File: src/include/mem_subsys_defs.svh
`ifndef MEM_SUBSYS_DEFS_SVH
`define MEM_SUBSYS_DEFS_SVH

// ====================
// Bus widths
// ====================

`define XLEN 32 // Data and byte address width
`define BE_W 4  // One enable per byte lane

// ====================
// Memory depths
// ====================

// Word index widths, byte size is 4 << AW
`define INST_MEM_AW 14 // 16K words of program storage
`define REGION0_AW  10 // 4 KB data region
`define REGION1_AW  14 // 64 KB data region

// ====================
// Fixed values
// ====================

`define INST_BASE_ADDR 32'h8000_0000 // Start of the fetch window
`define RV_NOP         32'h0000_0013 // addi x0, x0, 0

`endif

File: src/hdl/mem_subsys_pkg.sv
`include "mem_subsys_defs.svh"

package mem_subsys_pkg;

    // Plain vectors for widths with a meaning
    typedef logic [`XLEN-1:0]        word_t;     // Data or instruction word
    typedef logic [`XLEN-1:0]        addr_t;     // Byte address
    typedef logic [`BE_W-1:0]        byte_en_t;  // Byte lane mask
    typedef logic [`INST_MEM_AW-1:0] inst_idx_t; // Instruction word index

    // Data adapter FSM
    typedef enum logic [1:0] {
        IDLE, // Waiting for a core request
        BUS,  // Wishbone cycle open
        RESP  // One-cycle ack or err pulse to the core
    } data_fsm_e;

endpackage

File: src/hdl/inst_fetch_adapter.sv
`include "mem_subsys_defs.svh"

module inst_fetch_adapter
    import mem_subsys_pkg::*;
(
    input  logic      clk,
    input  logic      rst_n,
    // Core side
    input  addr_t     fetch_addr_i,  // New fetch address every cycle
    output word_t     instruction_o, // Word for the address two edges back
    // Wishbone read side
    output logic      wb_stb_o,
    output inst_idx_t wb_idx_o,
    input  logic      wb_ack_i,
    input  word_t     wb_dat_i
);

    // ====================
    // Request stage
    // ====================

    addr_t rel_addr; // Byte offset into the fetch window

    // Window offset, upper bits simply alias
    assign rel_addr = fetch_addr_i - addr_t'(`INST_BASE_ADDR);

    // Word index register, payload only
    always_ff @(posedge clk) begin
        wb_idx_o <= rel_addr[`INST_MEM_AW+1:2];
    end

    // ====================
    // Strobe and capture
    // ====================

    // Strobe stays up from the first cycle after reset
    // Every ack carries the word for the index sent one cycle earlier
    always_ff @(posedge clk) begin
        if (rst_n) begin
            wb_stb_o      <= 1'b0;
            instruction_o <= `RV_NOP; // Core sees a NOP until the pipe fills
        end else begin
            wb_stb_o <= 1'b1;
            if (wb_ack_i) begin
                instruction_o <= wb_dat_i; // Second edge of the fetch
            end
        end
    end

endmodule

File: config.mk
export PLATFORM = sky130hd
export DESIGN_NAME = inst_fetch_adapter
export DESIGN_NICKNAME = d
export VERILOG_FILES = /design/src/hdl/mem_subsys_pkg.sv /design/src/hdl/inst_fetch_adapter.sv
export VERILOG_INCLUDE_DIRS = /design/src /design/src/include
export SDC_FILE = /design/constraint.sdc
export NUM_CORES = 1
export LEC_CHECK = 0
export ABC_CLOCK_PERIOD_IN_PS = 800
export BUFFER_PORTS_ARGS = -buffer_cell sky130_fd_sc_hd__buf_2
export CAP_MARGIN = 20
export CORE_AREA = 10 10 74 76
export CTS_CLUSTER_SIZE = 28
export DETAILED_ROUTE_END_ITERATION = 8
export DIE_AREA = 0 0 84 86
export HOLD_SLACK_MARGIN = 0.02
export PLACE_DENSITY = 0.75
export SLEW_MARGIN = 40
export SYNTH_ARGS = -nofsm -noshare
export SYNTH_HDL_FRONTEND = slang
export SYNTH_SLANG_ARGS = --single-unit
export TNS_END_PERCENT = 5
File: constraint.sdc
create_clock -name clk -period 0.8 [get_ports clk]
set_input_delay 0.08 -clock clk [delete_from_list [all_inputs] [get_ports clk]]
set_output_delay 0.08 -clock clk [all_outputs]
set_load 0.05 [all_outputs]
==> impl_metrics.env, run 1 <==
export IMPL_status="complete, but fails checks"
export IMPL_violations="setup timing"
export IMPL_grt_max_degree=18
export IMPL_wl_met3_um=731
export IMPL_finalHoldViolations=0
export IMPL_avgSynthCellArea_um2=12.3
export IMPL_cts_tree="built"
export IMPL_drt_vias_per_instance=4.53
export IMPL_die_h_um=86
export IMPL_path_delay_family="flip-flops"
export IMPL_slew_headroom_pct=86.2
export IMPL_path_buf_inv=1
export IMPL_clock_path_buffers=2
export IMPL_setup_viol=51
export IMPL_p_per_area_nw_per_um2=1870
export IMPL_start_util_pct=37.0
export IMPL_cts_buffers=5
export IMPL_drt_initial_drc_count=24
export IMPL_rows=23
export IMPL_routed_wl_met2_um=2880
export IMPL_crit_slowest_cell="dfxtp_4"
export IMPL_hpwl_um=3120
export IMPL_synth_nets=186
export IMPL_firstDrtPassIters=4
export IMPL_drv_slew=0
export IMPL_max_stage_delay_ns=0.38
export IMPL_clock_skew_ns=0
export IMPL_fin_cells=302
export IMPL_wirelength_um=5450
export IMPL_place_congestion=0.714
export IMPL_ios=114
export IMPL_worst_pin_slew_ns=0.201
export IMPL_cts_htree_levels=2
export IMPL_track_usage_pct=14.9
export IMPL_leakagePower_nw=1.40
export IMPL_path_clk_slew_ns=0.09
export IMPL_critPathLaunchType="flop"
export IMPL_drive_above_1_share_pct=61.0
export IMPL_required_ns=0.72
export IMPL_syn_area_um2=1470
export IMPL_port_buffers=95
export IMPL_layout_commonest_cell="buf_2"
export IMPL_die_area_um2=7220
export IMPL_antenna_found_initial=1
export IMPL_nNetsFinal=317
export IMPL_critPathMaxFanout=2
export IMPL_synthCells=119
export IMPL_highest_layer="met4"
export IMPL_worst_slack_ns=-0.101
export IMPL_ys_types=9
export IMPL_place_inst=261
export IMPL_layout_common_cells="buf_2, buf_8, dfxtp_2, mux2i_1, dlygate4sd3_1"
export IMPL_maxCapViolCount=0
export IMPL_synth_seq_cells=47
export IMPL_ir_worst_vdd_mv=1.17
export IMPL_syn_to_final_growth_pct=100
export IMPL_critical_path_cell_chain="buf_8"
export IMPL_worst_setup_path_end_kind="output port"
export IMPL_ys_warn_count=0
export IMPL_grt_setup_unrepaired="true"
export IMPL_worstHoldPathType="input pin to flop"
export IMPL_arrival_ns=0.82
export IMPL_grt_ovfl_total=0
export IMPL_num_vias=1368
export IMPL_die_w_um=84
export IMPL_wl_per_cell_um=18.0
export IMPL_final_period_utilization_pct=113
export IMPL_coreArea_um2=3970
export IMPL_yosysSeqAreaShare_pct=64.1
export IMPL_power_mw=5.51
export IMPL_min_period_ns=0.901
export IMPL_wl_met1_um=1740
export IMPL_clock_sinks=47
export IMPL_cts_root_buffer="clkbuf_8"
export IMPL_drcViolationCount=0
export IMPL_detail_route_antenna_nets=0
export IMPL_worstSetupPathType="flop to output port"
export IMPL_clk_latency_ns=0.30
export IMPL_grt_pass1_vias=1608
export IMPL_max_freq_ghz=1.11
export IMPL_grt_pass1_wl_um=8510
-- worst register-to-register path, stage by stage, from the launching register on --
cell and delay, ns:
dfxtp_4 0.37, mux2i_1 0.19, nor2_1 0.06
-- final timing paths --
path / from / end / slack (ns) / cells past startpoint
worst max-delay path: instruction_o[6]$_SDFFE_PP0P_ / instruction_o[6] / -0.10 / 1
worst min-delay path: wb_dat_i[12] / instruction_o[12]$_SDFFE_PP0P_ / 0.02 / 3
worst max register to register: instruction_o[6]$_SDFFE_PP0P_ / instruction_o[6]$_SDFFE_PP0P_ / 0.08 / 2
worst min register to register: instruction_o[19]$_SDFFE_PP0P_ / instruction_o[19]$_SDFFE_PP0P_ / 0.51 / 2
-- per-layer routing --
layer / vias up / global-route usage, %
met5: - / 0
met4: 0 / 6.24
met3: 11 / 9.65
met2: 67 / 27.2
met1: 641 / 12.6
li1: 649 / -
-- timing repair --
item	in CTS	in global routing
resized for setup	187	1
buffers inserted	0	0
endpoints found under the hold margin	32	0
hold buffers	32	0
setup endpoints to repair	47	51
-- cell usage after synthesis --
master | instances | share of area (%)
clkbuf_1 | 2 | 0.51
inv_1 | 1 | 0.26
buf_2 | 1 | 0.34
nand2_1 | 3 | 0.77
nor2_1 | 29 | 7.4
buf_12 | 3 | 4.1
dfxtp_1 | 47 | 64
buf_6 | 1 | 0.77
mux2i_1 | 32 | 22
-- per-stage QoR --
step           hold WS [ns]  cell area, µm²  utilization (%)  setup slack (ns)  setup TNS, ns
3_3_place_gp          0.182            1990             50.2            0.0187              0
2_1_floorplan         0.108            1470                -           -0.0820          -2.49
6_report             0.0222            2940             74.0            -0.101          -3.44
3_5_place_dp          0.184            1990             50.2            0.0190              0
5_1_grt              0.0252            2940             74.0            -0.132          -4.80
4_1_cts              0.0205            2940             73.9           -0.0932          -3.49
-- registers in the layout, summed over array words and instances, names as in the netlist --
name / flops
wb_idx_o: 14
wb_stb_o: 1
instruction_o: 32
-- logic make-up (layout without fill, tap and decap cells) --
logic type	after synthesis	after routing	share of synthesized area, %
simple gates	32	32	8.18
mux	32	32	21.8
flops	47	47	64.1
other cells	0	1	0
buf+inv	8	140	5.96
-- cell type report --
type	count	area, µm²
Timing Repair Buffer	131	1330
Fill cell	259	1030
Sequential cell	47	1000
Multi-Input combinational cell	64	440
Clock buffer	7	86.3
Tap cell	50	62.6
Clock inverter	1	8.76
Inverter	1	3.75
Antenna cell	1	2.50
-- report_power, final --
group	internal, mW	switching, mW	total [mW]
clock network	0.709	0.781	1.49
registers	2.50	0.118	2.62
logic	0.660	0.739	1.40
(Power assumes the default switching activity.)
==> run 2, diff against run 1 <==
--- a/config.mk
+++ b/config.mk
@@ -6,15 +6,17 @@
 export SDC_FILE = /design/constraint.sdc
 export NUM_CORES = 1
 export LEC_CHECK = 0
-export ABC_CLOCK_PERIOD_IN_PS = 800
+export ABC_CLOCK_PERIOD_IN_PS = 900
 export BUFFER_PORTS_ARGS = -buffer_cell sky130_fd_sc_hd__buf_2
 export CAP_MARGIN = 20
-export CORE_AREA = 10 10 74 76
+export CELL_PAD_IN_SITES_DETAIL_PLACEMENT = 0
+export CELL_PAD_IN_SITES_GLOBAL_PLACEMENT = 1
+export CORE_AREA = 10 10 85 87
 export CTS_CLUSTER_SIZE = 28
 export DETAILED_ROUTE_END_ITERATION = 8
-export DIE_AREA = 0 0 84 86
+export DIE_AREA = 0 0 95 97
 export HOLD_SLACK_MARGIN = 0.02
-export PLACE_DENSITY = 0.75
+export PLACE_DENSITY_LB_ADDON = 0.1
 export SLEW_MARGIN = 40
 export SYNTH_ARGS = -nofsm -noshare
 export SYNTH_HDL_FRONTEND = slang
==> constraint.sdc (replaced) <==
create_clock -name clk -period 0.9 [get_ports clk]
set_input_delay 0.09 -clock clk [delete_from_list [all_inputs] [get_ports clk]]
set_output_delay 0.09 -clock clk [all_outputs]
set_load 0.05 [all_outputs]
==> impl_metrics.env, run 2 (synthesis gave the netlist of run 1 again) <==
export IMPL_status="completed"
export IMPL_track_usage_pct=9.74
export IMPL_grt_ovfl_total=0
export IMPL_multi_input_area_um2=440
export IMPL_fillers=495
export IMPL_max_stage_delay_ns=0.36
export IMPL_max_freq_ghz=1.12
export IMPL_finalInstanceArea_um2=2770
export IMPL_drt_initial_drc_count=12
export IMPL_cts_tree="built"
export IMPL_path_clk_slew_ns=0.09
export IMPL_coreArea_um2=5470
export IMPL_drive_above_1_share_pct=64.6
export IMPL_drv_slew=0
export IMPL_hpwl_um=3210
export IMPL_clock_path_buffers=2
export IMPL_path_buf_inv=1
export IMPL_die_area_um2=9220
export IMPL_layout_commonest_cell="buf_2"
export IMPL_critical_path_cell_chain="buf_8"
export IMPL_grt_setup_unrepaired="true"
export IMPL_layout_common_cells="buf_2, dfxtp_2, buf_8, mux2i_1, nor2_1"
export IMPL_grt_pass1_vias=1450
export IMPL_ir_worst_vdd_mv=0.804
export IMPL_worstSetupPathType="flop to output port"
export IMPL_wirelength_um=4410
export IMPL_min_period_ns=0.893
export IMPL_clk_latency_ns=0.29
export IMPL_swShare_pct=29.8
export IMPL_wl_per_cell_um=14.3
export IMPL_drcViolationCount=0
export IMPL_worst_pin_slew_ns=0.144
export IMPL_regMostFlops="instruction_o"
export IMPL_critPathMaxFanout=2
export IMPL_leakagePower_nw=1.32
export IMPL_netSwitchingPower_mw=1.40
export IMPL_slew_headroom_pct=90.1
export IMPL_clock_sinks=47
export IMPL_nNetsFinal=303
export IMPL_place_congestion=0.692
export IMPL_die_w_um=95
export IMPL_clkPwrFrac_pct=26.2
export IMPL_port_buffers=95
export IMPL_grt_pass1_wl_um=7170
export IMPL_p_int_mw=3.29
export IMPL_ios=114
export IMPL_start_util_pct=26.8
export IMPL_clock_skew_ns=0
export IMPL_utilization_pct=50.6
export IMPL_maxCapViolCount=0
export IMPL_die_h_um=97
export IMPL_setup_viol=0
export IMPL_cts_root_buffer="clkbuf_8"
export IMPL_arrival_ns=0.80
export IMPL_num_vias=1256
export IMPL_firstDrtPassIters=3
export IMPL_cts_buffers=5
export IMPL_finalHoldViolations=0
export IMPL_seqCellArea_um2=1000
export IMPL_required_ns=0.81
export IMPL_drt_vias_per_instance=4.06
export IMPL_reg_largest_list="instruction_o x32, wb_idx_o x14, wb_stb_o x1"
export IMPL_cts_setup_buffers=0
export IMPL_p_per_area_nw_per_um2=1690
export IMPL_num_antenna_cells=0
export IMPL_grt_max_degree=31
export IMPL_worst_setup_path_end_kind="output port"
export IMPL_detail_route_antenna_nets=0
export IMPL_largest_reg_flops=32
export IMPL_cts_htree_levels=2
export IMPL_crit_slowest_cell="dfxtp_2"
export IMPL_rows=27
export IMPL_p_seq_share_pct=49.4
export IMPL_final_period_utilization_pct=99.2
export IMPL_power_share_combinational_pct=24.4
export IMPL_syn_to_final_growth_pct=88.6
export IMPL_dpl_cell_area_um2=2010
export IMPL_worstHoldPathType="input pin to flop"
export IMPL_antenna_found_initial=0
export IMPL_path_delay_family="flip-flops"
export IMPL_critPathLaunchType="flop"
## run 2: cell types whose count changed in the layout (fill, tap and decap cells not counted), sizes merged
cell         before  now
dlygate4sd3      32   19
buf              99   98
diode             1    0
clkbuf            7    5
clkinvlp          0    2
## run 2: what timing repair did
action,4_1_cts,5_1_grt
cloned,0,0
endpoints found under the hold margin,19,0
resized for setup,133,42
endpoints found under the setup margin,47,47
hold buffers,19,0
## run 2: area by class of cell
type,instances,area share (%)
repair buffers,117,41.4
flip-flops and latches,47,36.1
multi-input cells,64,15.9
well taps,72,3.25
clock buffers,5,2.48
clock inverters,3,0.723
inverters,1,0.136
## run 2: metal layers
metal	wire length [µm]	share of wire, %	GRT usage (%)
met1	1380	31	8.49
met2	2380	54	17.4
met3	597	14	6.40
met4	49	1.1	3.09
met5	0	0	0
## run 2: power groups by stage
| stage | Sequential (mW) | Combinational (mW) | Clock, mW |
|---|---|---|---|
| 3_5_place_dp | 2.29 | 0.884 | 0 |
| 5_1_grt | 2.33 | 1.21 | 1.40 |
| 4_1_cts | 2.30 | 1.11 | 1.30 |
| 6_report | 2.32 | 1.14 | 1.23 |
| 2_1_floorplan | 2.72 | 0.198 | 0 |
| 3_3_place_gp | 2.29 | 0.871 | 0 |
## run 2: worst paths after layout
check / startpoint / endpoint / slack, ns / cells past startpoint
worst min-delay path: wb_dat_i[22] / instruction_o[22]$_SDFFE_PP0P_ / 0.03 / 3
worst min register to register: instruction_o[0]$_SDFFE_PP1P_ / instruction_o[0]$_SDFFE_PP1P_ / 0.50 / 2
worst max register to register: instruction_o[4]$_SDFFE_PP1P_ / instruction_o[4]$_SDFFE_PP1P_ / 0.24 / 2
worst max-delay path: instruction_o[22]$_SDFFE_PP0P_ / instruction_o[22] / 0.007 / 1
## run 2: through the flow
stage	setup TNS (ns)	hold slack (ns)	worst slack, ns	std cells	total power, mW
after CTS	-0.0544	0.0207	-0.0382	309	4.70
after detailed placement	0	0.194	0.0869	282	3.18
after global routing	-0.740	0.0244	-0.0340	309	4.94
after global placement	0	0.192	0.121	282	3.16
final	0	0.0313	0.00682	309	4.69
after floorplan	0	0.118	0.0180	119	2.92
