[src/include/mem_subsys_defs.svh]
`ifndef MEM_SUBSYS_DEFS_SVH
`define MEM_SUBSYS_DEFS_SVH

// ====================
// Bus widths
// ====================

`define XLEN 32 // Data and byte address width
`define BE_W 4  // One enable per byte lane

// ====================
// Memory depths
// ====================

// Word index widths, byte size is 4 << AW
`define INST_MEM_AW 14 // 16K words of program storage
`define REGION0_AW  10 // 4 KB data region
`define REGION1_AW  14 // 64 KB data region

// ====================
// Fixed values
// ====================

`define INST_BASE_ADDR 32'h8000_0000 // Start of the fetch window
`define RV_NOP         32'h0000_0013 // addi x0, x0, 0

`endif

[src/hdl/mem_subsys_pkg.sv]
`include "mem_subsys_defs.svh"

package mem_subsys_pkg;

    // Plain vectors for widths with a meaning
    typedef logic [`XLEN-1:0]        word_t;     // Data or instruction word
    typedef logic [`XLEN-1:0]        addr_t;     // Byte address
    typedef logic [`BE_W-1:0]        byte_en_t;  // Byte lane mask
    typedef logic [`INST_MEM_AW-1:0] inst_idx_t; // Instruction word index

    // Data adapter FSM
    typedef enum logic [1:0] {
        IDLE, // Waiting for a core request
        BUS,  // Wishbone cycle open
        RESP  // One-cycle ack or err pulse to the core
    } data_fsm_e;

endpackage

[src/hdl/data_bus_adapter.sv]
`include "mem_subsys_defs.svh"

module data_bus_adapter
    import mem_subsys_pkg::*;
(
    input  logic     clk,
    input  logic     rst_n,
    // Core side, request held until ack or err
    input  logic     data_req_i,
    input  logic     data_we_i,
    input  addr_t    data_addr_i,
    input  byte_en_t data_be_i,
    input  word_t    data_wdata_i,
    output word_t    data_rdata_o,
    output logic     data_ack_o,
    output logic     data_err_o,
    // Wishbone master side
    output logic     wb_cyc_o,
    output logic     wb_stb_o,
    output logic     wb_we_o,
    output addr_t    wb_adr_o,
    output word_t    wb_dat_o,
    output byte_en_t wb_sel_o,
    input  logic     wb_ack_i,
    input  logic     wb_err_i,
    input  word_t    wb_dat_i
);

    data_fsm_e state_q;
    logic      bus_done; // Slave answered this cycle
    logic      take_req; // New request sampled this cycle

    assign bus_done = (state_q == BUS) && (wb_ack_i || wb_err_i);
    assign take_req = (state_q == IDLE) && data_req_i;

    // ====================
    // Control FSM
    // ====================

    always_ff @(posedge clk) begin
        if (rst_n) begin
            state_q    <= IDLE;
            wb_cyc_o   <= 1'b0;
            wb_stb_o   <= 1'b0;
            data_ack_o <= 1'b0;
            data_err_o <= 1'b0;
        end else begin
            data_ack_o <= 1'b0; // Pulses last one cycle
            data_err_o <= 1'b0;
            case (state_q)
                IDLE: begin
                    if (data_req_i) begin
                        state_q  <= BUS;
                        wb_cyc_o <= 1'b1; // Open exactly one bus cycle
                        wb_stb_o <= 1'b1;
                    end
                end
                BUS: begin
                    if (bus_done) begin
                        state_q    <= RESP;
                        wb_cyc_o   <= 1'b0;
                        wb_stb_o   <= 1'b0;
                        data_ack_o <= wb_ack_i;
                        data_err_o <= wb_err_i && !wb_ack_i; // Ack wins a tie
                    end
                end
                // Held request is ignored here, resampled in IDLE
                RESP:    state_q <= IDLE;
                default: state_q <= IDLE;
            endcase
        end
    end

    // ====================
    // Payload
    // ====================

    always_ff @(posedge clk) begin
        if (take_req) begin
            wb_we_o  <= data_we_i; // Latch the request once
            wb_adr_o <= data_addr_i;
            wb_dat_o <= data_wdata_i;
            wb_sel_o <= data_be_i;
        end
        if (bus_done) begin
            data_rdata_o <= wb_ack_i ? wb_dat_i : '0; // Zero on error
        end
    end

endmodule

[config.mk]
export PLATFORM = sky130hd
export DESIGN_NAME = data_bus_adapter
export DESIGN_NICKNAME = d
export VERILOG_FILES = /design/src/hdl/mem_subsys_pkg.sv /design/src/hdl/data_bus_adapter.sv
export VERILOG_INCLUDE_DIRS = /design/src /design/src/include
export SDC_FILE = /design/constraint.sdc
export NUM_CORES = 1
export LEC_CHECK = 0
export BUFFER_PORTS_ARGS = -buffer_cell sky130_fd_sc_hd__buf_2
export CAP_MARGIN = 10
export CORE_UTILIZATION = 30
export DETAILED_ROUTE_END_ITERATION = 8
export PLACE_DENSITY_LB_ADDON = 0.15
export SYNTH_ARGS = -nofsm -noshare
export SYNTH_HDL_FRONTEND = slang
export SYNTH_SLANG_ARGS = --single-unit
[constraint.sdc]
create_clock -name clk -period 2.4 [get_ports clk]
set_clock_uncertainty 0.15 [all_clocks]
set_input_delay 0.24 -clock clk [delete_from_list [all_inputs] [get_ports clk]]
set_output_delay 0.24 -clock clk [all_outputs]
set_load 0.03 [all_outputs]
==> flow_metrics.tcl, run 1 <==
set metrics [dict create \
    synth_area_um2 3440 \
    netlist_instances 155 \
    p_int_w 0.00310 \
    period_share_pct 62.8 \
    synth_top_family_by_area "simple AND/OR/NAND/NOR gates" \
    ant_nets 0 \
    wl_met3_um 975 \
    via_count 2417 \
    utilization_pct 51.6 \
    cts_buffers 9 \
    final_cell_mix "210 x buf_2, 101 x edfxtp_1, 70 x dlygate4sd3_1, 32 x and2_1, 9 x clkbuf_16" \
    htree_num_levels 3 \
    place.gp.congestion 0.719 \
    area_growth_pct 64.9 \
    max_cap_violations 0 \
    cp.required_ns 2.24 \
    fp.dieArea_um2 11900 \
    startpoint_type "flip-flop" \
    synthAdderAreaFrac_pct 0 \
    maxSlewHeadroom_pct 72.5 \
    fmax_mhz 663 \
    insertion_delay_ns 0.34 \
    ys_seq_elements 106 \
    nets 551 \
    grt_max_degree 70 \
    combPwrFrac_pct 14.0 \
    dieWidth_um 109 \
    critPathSlowestCell "dfxtp_1" \
    synth_area_leaders "edfxtp_1 88%, and2_1 5.8%, dfxtp_1 2.9%, clkbuf_2 0.44%, nand2b_4 0.40%" \
    core_um2 11000 \
    yosys.area_share.xor_xnor_pct 0 \
    synth.largest_area_cell "edfxtp_1" \
    rows 38 \
    synth_top_area_share_pct 88.2 \
    vias_per_cell 4.10 \
    drtPass1Iterations 4 \
    tightest_slew_ns 0.413 \
    grt_pass1_wl_um 12100 \
    clockBufferDepth 2 \
    path_cells "nor2_1 > nand2_1 > clkinvlp_4 > buf_12" \
    drive_above_1_share_pct 51.8 \
    path_class "flip-flop to flip-flop" \
    cts_root_buf "clkbuf_16" \
    n_antenna_cell 0 \
    pwr-share-clk_pct 33.3 \
    cts_sinks 106 \
    grt_pass1_vias 2377 \
    track_usage_pct 13.9 \
    cpPeakStageDelay_ns 0.35 \
    synth_mux_area_share_pct 0.291 \
    whs_ns 0.0284 \
    wl_met1_um 3450 \
    synth-compound-area-share_pct 0.291 \
    top_layer "met4" \
    drt_iter0_drc 83 \
    drc 0 \
    die_y_um 109 \
    seqPwrFrac_pct 52.7 \
    p_leak_nw 2.39 \
    ir_drop_mv 0.304 \
    setup-tns-final_ns 0 \
    switchingPower_w 0.00104 \
    worstSetupEndpointType "flip-flop" \
    hold_violations 0 \
    arrival_ns 1.35 \
    overflow 0 \
    syn_nets 261 \
    hp-class "primary input to flip-flop" \
    layout_commonest_cell "buf_2" \
    grt_antenna_before_repair 0 \
    post-route-cell-area_um2 5670 \
    start_util_pct 31.3 \
    drv_slew 0 \
    synth.distinct_cells 16 \
    fin_crit_ns 1.51 \
    placed_area_um2 4680 \
    io_pins 211 \
    cts_tree "yes" \
    yosysSeqAreaShare_pct 91.2 \
    avgSynthCellArea_um2 22.2 \
    yosysWarnings 0 \
    cts_setup_buffers 0 \
    dp_hpwl_um 5790 \
    synthSimpleGateAreaFrac_pct 7.50 \
    finalWirelength_um 8470 \
    p_sw_share_pct 25.0 \
    wl_met2_um 3920 \
    port_buffers 210 \
    power.density_nw_per_um2 731 \
    outcome "completed" \
    rsz0062_at_grt "false" \
    setup_viol 0 \
    post_drt_wl_per_cell_um 14.4 \
    cts.clk_slew.worst_paths_ns 0.07 \
    crit_fanout 69 \
]
==> synthesized netlist by cell type <==
| cell | n |
|---|---|
| nor2_1 | 2 |
| nor4b_1 | 1 |
| inv_1 | 1 |
| o21ai_0 | 1 |
| a21oi_1 | 1 |
| and2_1 | 32 |
| clkbuf_2 | 3 |
| dfxtp_1 | 5 |
| nand2b_4 | 1 |
| nor3_1 | 2 |
| edfxtp_1 | 101 |
| nand2_1 | 1 |
| mux2i_1 | 1 |
| nor2_2 | 1 |
| nor3b_1 | 1 |
| buf_4 | 1 |
==> state kept, by name (all words and copies together), names as in the netlist <==
| signal | cells |
|---|---|
| state_q | 2 |
| wb_dat_o | 32 |
| wb_stb_o | 1 |
| wb_adr_o | 32 |
| wb_we_o | 1 |
| wb_sel_o | 4 |
| data_rdata_o | 32 |
| data_err_o | 1 |
| data_ack_o | 1 |
==> per-stage QoR <==
step	power, W	std cells	setup WS, ns
final	0.00414	590	0.892
after global routing	0.00431	590	0.785
after CTS	0.00421	590	0.899
after detailed placement	0.00272	504	0.905
after global placement	0.00271	504	0.926
after floorplan	0.00251	155	0.00461
==> area by class of cell <==
| type | instances | area [µm²] |
|---|---|---|
| Clock inverter | 7 | 58.8 |
| Fill cell | 951 | 5320 |
| Tap cell | 140 | 175 |
| Multi-Input combinational cell | 44 | 280 |
| Clock buffer | 9 | 225 |
| Inverter | 1 | 7.51 |
| Timing Repair Buffer | 283 | 1790 |
| Sequential cell | 106 | 3130 |
==> repair_timing <==
action	in CTS	in global routing
hold buffers	70	0
resized for setup	0	0
hold endpoints to repair	74	0
==> power groups by stage <==
stage	combinational [W]	clock (W)	sequential [W]
3_3_place_gp	0.000492	0	0.00222
6_report	0.000581	0.00138	0.00218
4_1_cts	0.000586	0.00144	0.00218
5_1_grt	0.000622	0.00149	0.00219
3_5_place_dp	0.000496	0	0.00222
2_1_floorplan	0.0000738	0	0.00244
==> final timing paths <==
| path | startpoint | to | slack, ns | depth (start not counted) |
|---|---|---|---|---|
| max | state_q[0]$_SDFFE_PP0P_ | wb_adr_o[16]$_DFFE_PP_ | 0.89 | 4 |
| min | wb_dat_i[6] | data_rdata_o[6]$_SDFFCE_PN0P_ | 0.03 | 2 |
| max reg2reg | state_q[0]$_SDFFE_PP0P_ | wb_adr_o[16]$_DFFE_PP_ | 0.89 | 4 |
| min reg2reg | state_q[1]$_SDFFE_PP0P_ | state_q[0]$_SDFFE_PP0P_ | 0.32 | 1 |
==> routing by layer <==
metal | GRT usage [%] | up-vias
met4 | 5.69 | 0
li1 | - | 1158
met2 | 22.1 | 146
met3 | 5.86 | 15
met5 | 0 | -
met1 | 16.6 | 1098
==> kinds of logic (layout without fill, tap and decap cells) <==
logic type | count (synthesis) | in the layout
compound gates | 2 | 2
buf+inv | 5 | 300
flops | 106 | 106
mux | 1 | 1
simple gates | 41 | 41
==> critical path: cells and delay by family (launching register included) <==
| family | cells | cell delay [ns] |
|---|---|---|
| buffers and inverters | 2 | 0.41 |
| DFF | 1 | 0.35 |
| and+or+nand+nor | 2 | 0.22 |
Power figures use the tool's default switching activity.
==> inputs of run 2 (changes only) <==
clock period = 1.4 ns   (was 2.4 ns; I/O delays follow)
==> flow_metrics.tcl, run 2 (synthesis gave the netlist of run 1 again) <==
set metrics [dict create \
    outcome "completed" \
    reg2reg_to "wb_adr_o[25]$_DFFE_PP_" \
    power.density_nw_per_um2 1170 \
    drv_slew 0 \
    hold-path-endpoint "data_ack_o$_SDFF_PP0_" \
    critPathSlowestCell "dfxtp_4" \
    setup-tns-final_ns 0 \
    n_antenna_cell 0 \
    tightest_slew_ns 0.204 \
    combPwrFrac_pct 16.4 \
    hp-class "primary input to flip-flop" \
    grt_util_met3_pct 4.12 \
    dp.cells 511 \
    post_drt_wl_per_cell_um 14.6 \
    grt_max_degree 25 \
    core_um2 11000 \
    ant_nets 0 \
    fp.dieArea_um2 11900 \
    globalRouteMet1Util_pct 17.1 \
    path_class "flip-flop to flip-flop" \
    startpoint_type "flip-flop" \
    overflow 0 \
    max_cap_violations 0 \
    crit_fanout 6 \
    rsz0062_at_grt "true" \
    maxSlewHeadroom_pct 86.2 \
    finalWirelength_um 9300 \
    top_regs "data_rdata_o: 32 flops, wb_adr_o: 32 flops, wb_dat_o: 32 flops" \
    cts.clk_slew.worst_paths_ns 0.07 \
    nets 599 \
    rrSetupSlack_ns 0.004 \
    cts_root_buf "clkbuf_16" \
    cp.required_ns 1.30 \
    worstHoldStart "wb_ack_i" \
    seqPwrFrac_pct 51.0 \
    grt_pass1_wl_um 12900 \
    drt_iter0_drc 89 \
    utilization_pct 57.1 \
    drive_above_1_share_pct 50.0 \
    port_buffers 210 \
    area_growth_pct 82.3 \
    insertion_delay_ns 0.33 \
    fin_cells 638 \
    grtUsageMet2_pct 25.2 \
    drtPass1Iterations 4 \
    cpPeakStageDelay_ns 0.35 \
    arrival_ns 1.29 \
    cts_buffers 9 \
    fin_total_pwr_w 0.00734 \
    grt-busiest-layer "met2" \
    rows 38 \
    pwr-share-clk_pct 32.6 \
    r2r-start "state_q[0]$_SDFFE_PP0P_" \
    switchingPower_w 0.00181 \
    worstSetupEndpointType "flip-flop" \
    setup_viol 0 \
    track_usage_pct 14.7 \
    dieWidth_um 109 \
    layout_commonest_cell "buf_2" \
    path_cells "nor2_4 > nand2_2 > clkinvlp_4 > buf_12 > clkbuf_16" \
    hold_violations 0 \
    die_y_um 109 \
    via_count 2613 \
    reg2reg_depth 5 \
    final_cell_mix "209 x buf_2, 105 x dlygate4sd3_1, 101 x edfxtp_1, 32 x and2_1, 12 x clkbuf_16" \
    vias_per_cell 4.10 \
    fmax_mhz 716 \
    period_share_pct 99.7 \
    grt_pass1_vias 2683 \
    hold_depth 2 \
    dp_hpwl_um 6190 \
    cts_tree "yes" \
    drc 0 \
    p_sw_share_pct 24.7 \
    p_int_w 0.00553 \
    fin_crit_ns 1.40 \
    p_leak_nw 2.66 \
    ir_drop_mv 0.582 \
    htree_num_levels 3 \
    start_util_pct 31.3 \
    clockBufferDepth 2 \
    place.gp.congestion 0.668 \
    io_pins 211 \
    cts_sinks 106 \
    grt_antenna_before_repair 0 \
]
run 2: cell count changes in the layout (fill, tap and decap cells not counted), moves of 2 or more:
cell           change
nor2_4             +2
buf_6              +5
buf_12             +2
clkbuf_16          +3
buf_4              +2
dfxtp_1            -2
dlygate4sd3_1     +35
run 2: per-stage QoR:
| stage | instance area, µm² | setup slack [ns] | hold WS (ns) |
|---|---|---|---|
| 2_1_floorplan | 3450 | -0.639 | 0.0591 |
| 3_3_place_gp | 4770 | -0.0267 | 0.168 |
| 3_5_place_dp | 4770 | -0.0618 | 0.168 |
| 4_1_cts | 6140 | 0.00184 | 0.0187 |
| 5_1_grt | 6270 | -0.0304 | 0.0308 |
| 6_report | 6270 | 0.00416 | 0.0277 |
run 2: timing repair:
| item | CTS | global route |
|---|---|---|
| pin swaps | 0 | 2 |
| setup endpoints to repair | 68 | 49 |
| buffers inserted | 2 | 1 |
| hold buffers | 105 | 0 |
| endpoints found under the hold margin | 106 | 0 |
| gates resized for setup | 1 | 10 |
| gates cloned | 0 | 4 |
run 2: power groups by stage:
stage / clock network, W / registers [W] / logic [W]
CTS: 0.00249 / 0.00375 / 0.00114
finish: 0.00239 / 0.00374 / 0.00120
detailed placement: 0 / 0.00382 / 0.000891
floorplan: 0 / 0.00418 / 0.000130
global placement: 0 / 0.00381 / 0.000886
global route: 0.00260 / 0.00376 / 0.00128
run 2: worst max-delay path by stage:
stage | end | start | cells after the start | slack, ns
after global routing | wb_adr_o[25]$_DFFE_PP_ | state_q[0]$_SDFFE_PP0P_ | 5 | -0.03
after floorplan | wb_adr_o[0]$_DFFE_PP_ | state_q[0]$_SDFFE_PP0P_ | 3 | -0.64
after detailed placement | wb_adr_o[24]$_DFFE_PP_ | state_q[0]$_SDFFE_PP0P_ | 4 | -0.06
final | wb_adr_o[25]$_DFFE_PP_ | state_q[0]$_SDFFE_PP0P_ | 5 | 0.004
after global placement | wb_adr_o[24]$_DFFE_PP_ | state_q[0]$_SDFFE_PP0P_ | 4 | -0.03
after CTS | wb_dat_o[24]$_DFFE_PP_ | state_q[0]$_SDFFE_PP0P_ | 5 | 0.002
run 2: layer usage:
metal,wire length [µm],part of all wire (%),vias up
met5,0,0,-
met4,138,1.5,0
met3,791,8.5,10
met2,4670,50,138
met1,3700,40,1201
li1,-,-,1264
run 2: cell type report:
class                   instances  area [µm²]
well taps                     140         175
repair buffers                331        2360
multi-input cells              44         295
clock inverters                 5        46.3
clock buffers                  11         243
inverters                       1        7.51
fillers                       882        4720
flip-flops and latches        106        3140
run 2: worst max-delay path: cells and delay by family, from the launching register on:
kind | cells | cell delay [ns]
buffers and inverters | 3 | 0.43
flip-flops | 1 | 0.35
AND/OR/NAND/NOR | 2 | 0.17
==> inputs of run 3 (changes only) <==
ABC_AREA = 1   (was not set)
CAP_MARGIN = 20   (was 10)
CELL_PAD_IN_SITES_DETAIL_PLACEMENT = 0   (was not set)
CELL_PAD_IN_SITES_GLOBAL_PLACEMENT = 1   (was not set)
==> flow_metrics.tcl, run 3 <==
set metrics [dict create \
    outcome "completed" \
    crit_fanout 22 \
    hold_depth 5 \
    synth-compound-area-share_pct 0 \
    whs_ns 0.0472 \
    drive_above_1_share_pct 46.7 \
    tightest_slew_ns 0.332 \
    worstHoldStart "wb_ack_i" \
    yosysSeqAreaShare_pct 88.9 \
    synth_top_area_share_pct 86.0 \
    dieWidth_um 110 \
    htree_num_levels 3 \
    vias_per_cell 4.00 \
    r2r-start "state_q[1]$_SDFFE_PP0P_" \
    ir_drop_mv 0.659 \
    power.density_nw_per_um2 1220 \
    syn_nets 304 \
    async_reset_ff_share_pct 0 \
    hold_violations 0 \
    grt_max_degree 34 \
    io_pins 211 \
    yosysWarnings 0 \
    avgSynthCellArea_um2 17.8 \
    area_growth_pct 79.2 \
    period_share_pct 97.0 \
    arrival_ns 1.31 \
    synth_area_um2 3530 \
    clockBufferDepth 2 \
    dp_hpwl_um 6460 \
    overflow 0 \
    critical_path.top_delay_family "buffers and inverters" \
    cts_root_buf "clkbuf_16" \
    drt_iter0_drc 67 \
    yosys.area_share.xor_xnor_pct 0 \
    yosysMostFrequentCell "edfxtp_1" \
    path_cells "dlygate4sd3_1 > buf_2 > inv_1 > nand2_2 > nand2_2 > clkinvlp_4 > buf_12" \
    fmax_mhz 736 \
    via_count 2748 \
    place.gp.congestion 0.766 \
    drv_slew 0 \
    fp.dieArea_um2 12200 \
    die_y_um 110 \
    max_cap_violations 0 \
    reg2reg_to "wb_adr_o[31]$_DFFE_PP_" \
    crit_buf_inv 5 \
    path_class "primary input to flip-flop" \
    top_regs "data_rdata_o: 32 flops, wb_adr_o: 32 flops, wb_dat_o: 32 flops" \
    synthAdderAreaFrac_pct 0 \
    core_um2 11400 \
    synth_top_family_by_area "simple AND/OR/NAND/NOR gates" \
    startpoint_type "primary input" \
    hold-path-endpoint "state_q[1]$_SDFFE_PP0P_" \
    maxSlewHeadroom_pct 77.9 \
    nets 645 \
    synth.distinct_cells 12 \
    cts.clk_slew.worst_paths_ns 0.07 \
    netlist_instances 198 \
    cts_setup_buffers 0 \
    ys_seq_elements 106 \
    p_leak_nw 2.93 \
    cts_buffers 9 \
    synth_edf_count 101 \
    cpPeakStageDelay_ns 0.53 \
    insertion_delay_ns 0.34 \
    synth.largest_area_cell "edfxtp_1" \
    port_buffers 210 \
    worstSetupEndpointType "flip-flop" \
    final_cell_mix "210 x buf_2, 106 x dlygate4sd3_1, 101 x edfxtp_1, 37 x nand2_1, 35 x inv_1" \
    fin_crit_ns 1.36 \
    rrSetupSlack_ns 0.04 \
    grt_antenna_before_repair 0 \
    ys.flop_type "edfxtp_1" \
    post_drt_wl_per_cell_um 13.3 \
    ant_nets 0 \
    n_fill_cell 964 \
    cts_tree "yes" \
    finalWirelength_um 9120 \
    reg2reg_depth 3 \
    critPathSlowestCell "dlygate4sd3_1" \
    rows 39 \
    rsz0062_at_grt "true" \
    crit_start "wb_err_i" \
    multi_input_area_um2 214 \
    grt_pass1_vias 2934 \
    grt_pass1_wl_um 14700 \
    drtPass1Iterations 4 \
    cts_sinks 106 \
    start_util_pct 30.9 \
    synthSimpleGateAreaFrac_pct 5.75 \
    synth_area_leaders "edfxtp_1 86%, inv_1 3.9%, nand2_1 3.9%, dfxtp_1 2.8%, buf_4 0.64%" \
    utilization_pct 55.3 \
    track_usage_pct 15.7 \
    setup_viol 0 \
    drc 0 \
    synth_mux_area_share_pct 0 \
    crit_top_cell "nand2_2" \
    synth_common_cells "101 x edfxtp_1, 37 x inv_1, 37 x nand2_1" \
    cp.required_ns 1.35 \
    regArea_um2 3140 \
    n_antenna_cell 0 \
    layout_commonest_cell "buf_2" \
    hp-class "primary input to flip-flop" \
]
## run 3: cell types whose count changed in the layout (fill, tap and decap cells not counted), sizes merged, moves of 4 or more
cell | previous run | this run
nand2 | 1 | 39
inv | 3 | 40
and2 | 32 | 0
buf | 223 | 229
clkbuf | 14 | 9
nor2 | 3 | 7
## run 3: worst max path at each step
| stage | cells after the start | slack, ns | endpoint |
|---|---|---|---|
| finish | 7 | 0.04 | data_rdata_o[28]$_SDFFCE_PN0P_ |
| global route | 5 | -0.01 | data_rdata_o[2]$_SDFFCE_PN0P_ |
| CTS | 5 | 0.03 | data_rdata_o[13]$_SDFFCE_PN0P_ |
| detailed placement | 5 | 0.04 | data_rdata_o[14]$_SDFFCE_PN0P_ |
| global placement | 5 | 0.04 | data_rdata_o[7]$_SDFFCE_PN0P_ |
| floorplan | 1 | -1.31 | wb_adr_o[0]$_DFFE_PP_ |
## run 3: kinds of logic (layout without fill, tap and decap cells)
group | count (synthesis) | count (layout)
buf+inv | 43 | 389
flops | 106 | 106
simple gates | 49 | 49
## run 3: report_power, final
group | internal [W] | switching [W]
clock network | 0.00160 | 0.00114
logic | 0.000523 | 0.000688
registers | 0.00370 | 0.0000516
## run 3: per-layer routing
| layer | GRT usage [%] | share of wire [%] | vias up |
|---|---|---|---|
| li1 | - | - | 1346 |
| met1 | 18.5 | 42 | 1243 |
| met2 | 26.6 | 48 | 146 |
| met3 | 5.27 | 7.9 | 13 |
| met4 | 5.69 | 1.6 | 0 |
| met5 | 0 | 0 | - |
## run 3: repair_timing
item / 4_1_cts / 5_1_grt
setup endpoints to repair: 0 / 29
resized for setup: 0 / 1
endpoints found under the hold margin: 106 / 0
hold buffers: 106 / 0
## run 3: through the flow
| step | setup TNS, ns | std cells | instance area (µm²) | setup slack, ns | total power [W] |
|---|---|---|---|---|---|
| 2_1_floorplan | -93.53 | 198 | 3540 | -1.31 | 0.00437 |
| 3_3_place_gp | 0 | 565 | 4920 | 0.0413 | 0.00480 |
| 3_5_place_dp | 0 | 565 | 4920 | 0.0417 | 0.00481 |
| 4_1_cts | 0 | 687 | 6310 | 0.0327 | 0.00781 |
| 5_1_grt | -0.175 | 687 | 6320 | -0.0129 | 0.00803 |
| 6_report | 0 | 687 | 6320 | 0.0416 | 0.00771 |
## run 3: layout make-up
| cell class | instances | area share, % |
|---|---|---|
| Sequential cell | 106 | 49.7 |
| Tap cell | 143 | 2.83 |
| Clock inverter | 7 | 1.70 |
| Timing Repair Buffer | 335 | 36.5 |
| Clock buffer | 9 | 3.57 |
| Inverter | 38 | 2.36 |
| Multi-Input combinational cell | 49 | 3.39 |
## run 3: tightest hold or removal path, delay by kind of cell
family,cells,cell delay [ns]
buffers and inverters,2,0.17
and+or+nand+nor,3,0.19
